## config.mk

```make
export PLATFORM = sky130hd
export DESIGN_NAME = lbls_bank
export DESIGN_NICKNAME = d
export VERILOG_FILES = /design/src/design/lbls_pkg.sv /design/src/design/count_ones.sv /design/src/design/iserdes_counter.sv /design/src/design/iserdes_scaler_array.sv /design/src/design/lbls_bank.sv /design/src/design/lbls_channel.sv
export SDC_FILE = /design/constraint.sdc
export NUM_CORES = 2
export LEC_CHECK = 0
export BUFFER_PORTS_ARGS = -buffer_cell sky130_fd_sc_hd__buf_2
export CORE_MARGIN = 2
export CORE_UTILIZATION = 53
export CTS_BUF_LIST = sky130_fd_sc_hd__clkbuf_16
export DETAILED_ROUTE_END_ITERATION = 10
export GPL_TIMING_DRIVEN = 0
export PLACE_DENSITY = 0.74
export SYNTH_ARGS = -nofsm -noshare
export SYNTH_HDL_FRONTEND = slang
export SYNTH_SLANG_ARGS = --single-unit
```

## constraint.sdc

```tcl
create_clock -name clock -period 5.15 [get_ports clock]
set_clock_uncertainty 0.15 [all_clocks]
set_input_delay 0.515 -clock clock [delete_from_list [all_inputs] [get_ports clock]]
set_output_delay 0.515 -clock clock [all_outputs]
set_load 0.01 [all_outputs]
```

## src/design/lbls_pkg.sv

```systemverilog
// ####################
// lbls package
// channel count, word width and the
// shared types of the light sensor bank
// ####################

package lbls_pkg;

	// channels in one bank
	localparam int NUM_CHANNELS = 12;

	// discriminator samples per deserialized word
	localparam int WORD_BITS = 8;

	// one deserialized word, oldest sample in no particular bit
	typedef logic [WORD_BITS-1:0] serdes_word_t;

	// one bit per channel
	// hit mask, inversion mask and the hit vector
	typedef logic [NUM_CHANNELS-1:0] channel_mask_t;

	// high samples in one word, 0 to 8
	typedef logic [3:0] ones_count_t;

	// time over threshold in samples, wraps at 256
	typedef logic [7:0] tot_t;

endpackage

```

## src/design/count_ones.sv

```systemverilog
// ####################
// count_ones
// registered population count of one word
// ####################

module count_ones
	import lbls_pkg::*;
(
	input  logic         clock,
	input  serdes_word_t data_in,
	output ones_count_t  count_out
);

	// one cycle of latency
	always_ff @(posedge clock) begin
		count_out <= ones_count_t'($countones(data_in));
	end

	// a word never holds more ones than it has bits
	count_in_range: assert property (
		@(posedge clock) !$isunknown(count_out) |-> count_out <= WORD_BITS
	) else $error("count_ones result %0d above word width", count_out);

endmodule

```

## src/design/iserdes_counter.sv

```systemverilog
// ####################
// iserdes_counter
// free-running count of high samples for one
// channel, with synchronous clear
// ####################

module iserdes_counter
	import lbls_pkg::*;
#(
	parameter int COUNTER_WIDTH = 32
) (
	input  logic                     clock,
	input  logic                     reset,
	input  logic                     clear,
	input  serdes_word_t             word,
	output logic [COUNTER_WIDTH-1:0] count
);

	// ones in the current word, widened to the counter
	logic [COUNTER_WIDTH-1:0] word_ones;

	always_comb begin
		word_ones = COUNTER_WIDTH'($countones(word));
	end

	// wraps on overflow
	// clear drops the word of the same edge
	always_ff @(posedge clock) begin
		if (reset || clear) begin
			count <= '0;
		end else begin
			count <= count + word_ones;
		end
	end

endmodule

```

## src/design/iserdes_scaler_array.sv

```systemverilog
// ####################
// iserdes_scaler_array
// saturating rate scalers for all channels
// over one shared accumulation period
// ####################

module iserdes_scaler_array
	import lbls_pkg::*;
#(
	parameter int SCALER_WIDTH       = 16,
	parameter int ACCUMULATE_PERIODS = 2500000
) (
	input  logic                                      clock,
	input  logic                                      reset,
	input  serdes_word_t [NUM_CHANNELS-1:0]           words,
	output logic [NUM_CHANNELS-1:0][SCALER_WIDTH-1:0] rates
);

	// period counter width, at least one bit
	localparam int PERIOD_BITS =
		(ACCUMULATE_PERIODS > 1) ? $clog2(ACCUMULATE_PERIODS) : 1;
	// accumulator holds a full period of all-ones words
	localparam int ACC_WIDTH = $clog2(ACCUMULATE_PERIODS * WORD_BITS + 1);
	localparam logic [PERIOD_BITS-1:0] LAST_PERIOD = PERIOD_BITS'(ACCUMULATE_PERIODS - 1);

	logic [PERIOD_BITS-1:0] period_count;
	logic                   period_end;
	logic [ACC_WIDTH-1:0]   acc [NUM_CHANNELS];
	// accumulator plus the word of this edge
	logic [ACC_WIDTH-1:0]   sum [NUM_CHANNELS];

	assign period_end = (period_count == LAST_PERIOD);

	always_comb begin
		for (int ch = 0; ch < NUM_CHANNELS; ch++) begin
			sum[ch] = acc[ch] + ACC_WIDTH'($countones(words[ch]));
		end
	end

	// shared period counter
	always_ff @(posedge clock) begin
		if (reset || period_end) begin
			period_count <= '0;
		end else begin
			period_count <= period_count + 1'b1;
		end
	end

	always_ff @(posedge clock) begin
		if (reset) begin
			for (int ch = 0; ch < NUM_CHANNELS; ch++) begin
				acc[ch]   <= '0;
				rates[ch] <= '0;
			end
		end else if (period_end) begin
			for (int ch = 0; ch < NUM_CHANNELS; ch++) begin
				acc[ch] <= '0;
				// anything above the scaler range pins at all ones
				if ((sum[ch] >> SCALER_WIDTH) != '0) begin
					rates[ch] <= '1;
				end else begin
					rates[ch] <= SCALER_WIDTH'(sum[ch]);
				end
			end
		end else begin
			for (int ch = 0; ch < NUM_CHANNELS; ch++) begin
				acc[ch] <= sum[ch];
			end
		end
	end

	// the counter must wrap at the period, never run past it
	period_in_range: assert property (
		@(posedge clock) disable iff (reset) period_count < ACCUMULATE_PERIODS
	) else $error("scaler period counter %0d out of range", period_count);

endmodule

```

## src/design/lbls_bank.sv

```systemverilog
// ####################
// lbls_bank
// twelve-channel light sensor readout with
// counters, rate scalers, time over threshold
// and a global any flag
// ####################

module lbls_bank
	import lbls_pkg::*;
#(
	parameter int COUNTER_WIDTH      = 32,
	parameter int SCALER_WIDTH       = 16,
	parameter int ACCUMULATE_PERIODS = 2500000
) (
	input  logic                                       clock,
	input  logic                                       reset,
	input  channel_mask_t                              hit_mask,
	input  channel_mask_t                              inversion_mask,
	input  logic                                       gate,
	input  logic                                       clear_channel_counters,
	input  logic                                       trigger_active,
	input  serdes_word_t [NUM_CHANNELS-1:0]            win,
	output logic [NUM_CHANNELS-1:0][SCALER_WIDTH-1:0]  sc,
	output tot_t [NUM_CHANNELS-1:0]                    tot,
	output logic [NUM_CHANNELS-1:0][COUNTER_WIDTH-1:0] c,
	output logic                                       any
);

	// words after the per-channel inversion
	serdes_word_t [NUM_CHANNELS-1:0] word;
	// registered hit bit of every channel
	channel_mask_t                   hit;
	// no enabled channel has a nonzero word this cycle
	logic                            masked_idle;

	for (genvar ch = 0; ch < NUM_CHANNELS; ch++) begin : channel_gen
		// sensors that idle high get flipped here
		assign word[ch] = win[ch] ^ {WORD_BITS{inversion_mask[ch]}};

		// counts every sample, mask and gate do not apply
		iserdes_counter #(
			.COUNTER_WIDTH (COUNTER_WIDTH)
		) counter_inst (
			.clock (clock),
			.reset (reset),
			.clear (clear_channel_counters),
			.word  (word[ch]),
			.count (c[ch])
		);

		lbls_channel channel_inst (
			.clock          (clock),
			.reset          (reset),
			.gate           (gate),
			.trigger_active (trigger_active),
			.hit_enable     (hit_mask[ch]),
			.word           (word[ch]),
			.hit            (hit[ch]),
			.tot            (tot[ch])
		);
	end

	// rate scalers see the inverted words, unmasked
	iserdes_scaler_array #(
		.SCALER_WIDTH       (SCALER_WIDTH),
		.ACCUMULATE_PERIODS (ACCUMULATE_PERIODS)
	) scaler_array_inst (
		.clock (clock),
		.reset (reset),
		.words (word),
		.rates (sc)
	);

	// any lands two cycles after the word
	always_ff @(posedge clock) begin
		if (reset) begin
			any <= 1'b0;
		end else begin
			any <= |hit;
		end
	end

	// same masking as inside the channels, for the check below
	always_comb begin
		masked_idle = 1'b1;
		for (int ch = 0; ch < NUM_CHANNELS; ch++) begin
			if (hit_mask[ch] && gate && (word[ch] != '0)) begin
				masked_idle = 1'b0;
			end
		end
	end

	// nothing enabled and gated means no any flag two cycles on
	any_needs_hit: assert property (
		@(posedge clock) disable iff (reset) masked_idle |=> ##1 !any
	) else $error("any raised without a masked, gated hit");

endmodule

```

## src/design/lbls_channel.sv

```systemverilog
// ####################
// lbls_channel
// hit masking, word buffer, hit flag and
// time over threshold for one channel
// ####################

module lbls_channel
	import lbls_pkg::*;
(
	input  logic         clock,
	input  logic         reset,
	input  logic         gate,
	input  logic         trigger_active,
	input  logic         hit_enable,
	input  serdes_word_t word,
	output logic         hit,
	output tot_t         tot
);

	serdes_word_t masked_word;
	serdes_word_t word_buffered;
	ones_count_t  word_ones;
	// running sum while the trigger is active
	tot_t         tot_running;
	// sum of the last finished trigger window
	tot_t         tot_previous;

	// word is already inverted upstream
	// masked channels and a closed gate give all zeros
	assign masked_word = word & {WORD_BITS{hit_enable & gate}};

	// buffer and hit both land one cycle after the word
	always_ff @(posedge clock) begin
		if (reset) begin
			word_buffered <= '0;
			hit           <= 1'b0;
		end else begin
			word_buffered <= masked_word;
			hit           <= |masked_word;
		end
	end

	// ones of the buffered word, another cycle later
	count_ones count_ones_inst (
		.clock     (clock),
		.data_in   (word_buffered),
		.count_out (word_ones)
	);

	// accumulate during the trigger
	// hand over and restart on every idle edge
	always_ff @(posedge clock) begin
		if (reset) begin
			tot_running  <= '0;
			tot_previous <= '0;
		end else if (trigger_active) begin
			tot_running <= tot_running + tot_t'(word_ones);
		end else begin
			tot_previous <= tot_running;
			tot_running  <= '0;
		end
	end

	assign tot = tot_previous;

	// closed gate must suppress the hit of the next cycle
	hit_follows_gate: assert property (
		@(posedge clock) disable iff (reset) !gate |=> !hit
	) else $error("hit raised after a cycle with gate low");

endmodule

```

==> impl_results.md <==
* Status: finished clean
* Slew headroom at 7.421%
* Setup CP Type: in -> reg
* Share of flip-flops with an asynchronous set or reset at 0%
* EDFF count, synth at 300
* Initial antenna violation count at 8
* Largest net degree at the start of global routing at 17
* Die Y at 339.2 um
* Core Region at 0.1110 mm2
* YS warnings at 0
* GRT Total Usage at 29.30%
* Drc violations at 0
* Mean number of vias per cell at 5.325
* Synth top area share at 31.85%
* IO Count at 798
* Dpl cell area at 0.06683 mm2
* Ys flop type: dfxtp_1
* Cell area after layout at 0.07223 mm2
* Tot Pwr at 28.59 mW
* Final HPWL DP at 133,900 um
* Total CTS buffers at 136
* Slew @ Worst Pin at 1.389 ns
* Chip width at 339.2 um
* CP max FO at 10
* Maxcap violations at 0
* Slew Limit Fails at 0
* First-pass DRT Iterations at 5
* WL/cell at 19.35 um
* VDD IR max at 0.0002894 V
* Die area at 0.1150 mm2
* Final Setup Violations at 0
* Cell taking the most area after synthesis: dfxtp_1
* Grt ovf at 0
* Commonest cells after routing, fill and taps aside: nor2_1 (1,070), dfxtp_1 (947), buf_2 (846), xor2_1 (461), inv_1 (349)
* Seq/Total Area, Yosys at 46.98%
* Top post-synthesis cells by area: dfxtp_1 (32%), edfxtp_1 (15%), xor2_1 (7.0%), nor2_1 (6.8%), ha_1 (5.3%)
* CP required at 5.58 ns
* Hold Path Class: in -> reg
* P&R area growth vs syn at 21.32%
* Final Net Count at 7,865
* Post-Syn Area at 0.05953 mm2
* Reg clk slew, reported paths at 0.06 ns
* Yosys reg bits at 1,247
* Clk buf depth at 3
* FF+latch area at 0.02797 mm2
* IO buf count at 784
* Post-route ant nets at 0
* CTS Sinks at 1,247
* Root Driver: clkbuf_16
* Power per Cell Area at 395.8 mW/mm2
* Fin crit period at 5.004 ns
* Crit path DAT at 5.43 ns
* Share of layout cells above drive strength 1 at 16.78%
* Via count at 47,670
* Final Hold Vio Count at 0
* Clk_lat worst skew at 0.76 ns
* Avg Cell Area, Syn at 9.830 um2
* Starting Density at 53.65%
* Mapped Cells at 6,056
* First-pass GRT wire length at 263,700 um
* Endpoint class of the critical path: register
* Rows at 122
* Final Wtd Congestion at 0.9492
* Vias in the first global route at 46,330
* Most common cell after layout, fill and taps aside: nor2_1
* Tcrit/Tclk final at 97.16%
* Leakage power at 31.14 nW
* Startpoint types: input port
* FILL cells at 9,008
* CTS tree: yes
* Fmax at 199.9 MHz
* H-tree depth at 4
* WL final at 173,300 um
* Multi-input logic area at 0.03113 mm2
* Distinct cells, synth at 87
* Initial drt markers at 2,686
final timing paths:
kind | slack [ns] | cells past startpoint | start | endpoint
max | 0.15 | 19 | inversion_mask[7] | scaler_array_inst.rates[127]
min | 0.03 | 3 | win[72] | channel_gen[9].channel_inst.word_buffered[0]
max reg2reg | 1.06 | 10 | scaler_array_inst.period_count[10] | scaler_array_inst.acc[0][276]
min reg2reg | 0.32 | 1 | scaler_array_inst.period_count[0] | scaler_array_inst.period_count[0]
power by group:
group | switching, mW | internal [mW] | leakage (nW) | total (mW)
Combinational | 4.66 | 3.04 | 18.1 | 7.70
Sequential | 0.445 | 10.8 | 10.7 | 11.2
Clock | 4.05 | 5.59 | 2.30 | 9.65
Total | 9.16 | 19.4 | 31.1 | 28.6
logic make-up after synthesis:
kind of cell | after synthesis | synth area share, %
buffers and inverters | 535 | 3.596
AOI/OAI and AO/OA | 614 | 7.051
other | 1 | 0.006299
adders and majority gates | 386 | 9.777
DFF | 1247 | 46.98
muxes | 105 | 1.778
xor gates and xnor gates | 765 | 11.25
and+or+nand+nor | 2403 | 19.56
timing repair:
action / CTS / global route
cloned: 0 / 0
setup buffers: 11 / 18
endpoints found under the hold margin: 108 / 0
hold buffers: 47 / 0
pin swaps: 5 / 9
gates resized for setup: 14 / 39
setup endpoints to repair: 91 / 176
metal layers:
layer	GRT usage, %	routed length, um	vias up
met2	49.01	82070	1416
met3	7.364	12970	344
met1	36.19	70990	22990
li1	-	-	22920
met4	11.78	7226	2
met5	0	7	-
metrics by stage:
stage | instances | TNS (ns) | hold WS [ns] | setup WS, ns | util, %
3_5_place_dp | 8628 | -209.18 | 0.3012 | -1.187 | 60.22
5_1_grt | 8950 | -0.02655 | 0.01553 | -0.01502 | 65.08
3_3_place_gp | 8627 | -187.64 | 0.2945 | -1.063 | 60.20
6_report | 8952 | 0 | 0.02767 | 0.1464 | 65.08
4_1_cts | 8931 | 0 | 0.000008382 | 0.006574 | 64.76
2_1_floorplan | 6355 | -1.156 | 0.2760 | -0.1205 | -
Yosys cell counts, drive strengths merged, types with 80 or more instances:
cell	number
fa	132
nand2	245
nor2	1075
edfxtp	300
nand4	119
buf	87
and3	206
inv	317
xnor2	286
a211oi	181
ha	254
a21oi	173
nor2b	93
mux2i	102
nand3	249
nor3	80
o21ai	95
clkbuf	131
xor2	479
dfxtp	947
area by class of cell:
| type | count | area share (%) |
|---|---|---|
| clock buffer | 147 | 5.093 |
| inverter | 317 | 1.647 |
| buffer | 218 | 1.445 |
| antenna | 3 | 0.01039 |
| tap | 1488 | 2.578 |
| timing repair buffer | 861 | 6.418 |
| multi-input combinational | 4573 | 43.10 |
| clock inverter | 98 | 0.9892 |
| sequential | 1247 | 38.72 |
flip-flops by register name, indices dropped and copies added, names as in the netlist, 12 cells and up:
name and flops:
scaler_array_inst.period_count 22, channel_gen.channel_inst.tot_running 96, channel_gen.channel_inst.word_buffered 96, channel_gen.channel_inst.count_ones_inst.count_out 48, scaler_array_inst.acc 300, channel_gen.channel_inst.hit 12, channel_gen.channel_inst.tot 96, scaler_array_inst.rates 192
channel_gen.counter_inst.count 384
critical path, cell delays in order:
cell,delay [ns]
clkbuf_4,0.21
xor2_2,0.25
ha_1,0.25
fa_1,0.54
inv_1,0.06
fa_1,0.53
inv_1,0.04
ha_1,0.20
fa_1,0.56
ha_4,0.34
o21ai_0,0.13
o21bai_2,0.38
nand3_4,0.13
mux2_4,0.32
o22a_1,0.21
a2111oi_4,0.31
buf_4,0.21
buf_6,0.15
a211oi_1,0.08
Note: power is estimated with default switching activity, not from simulation.
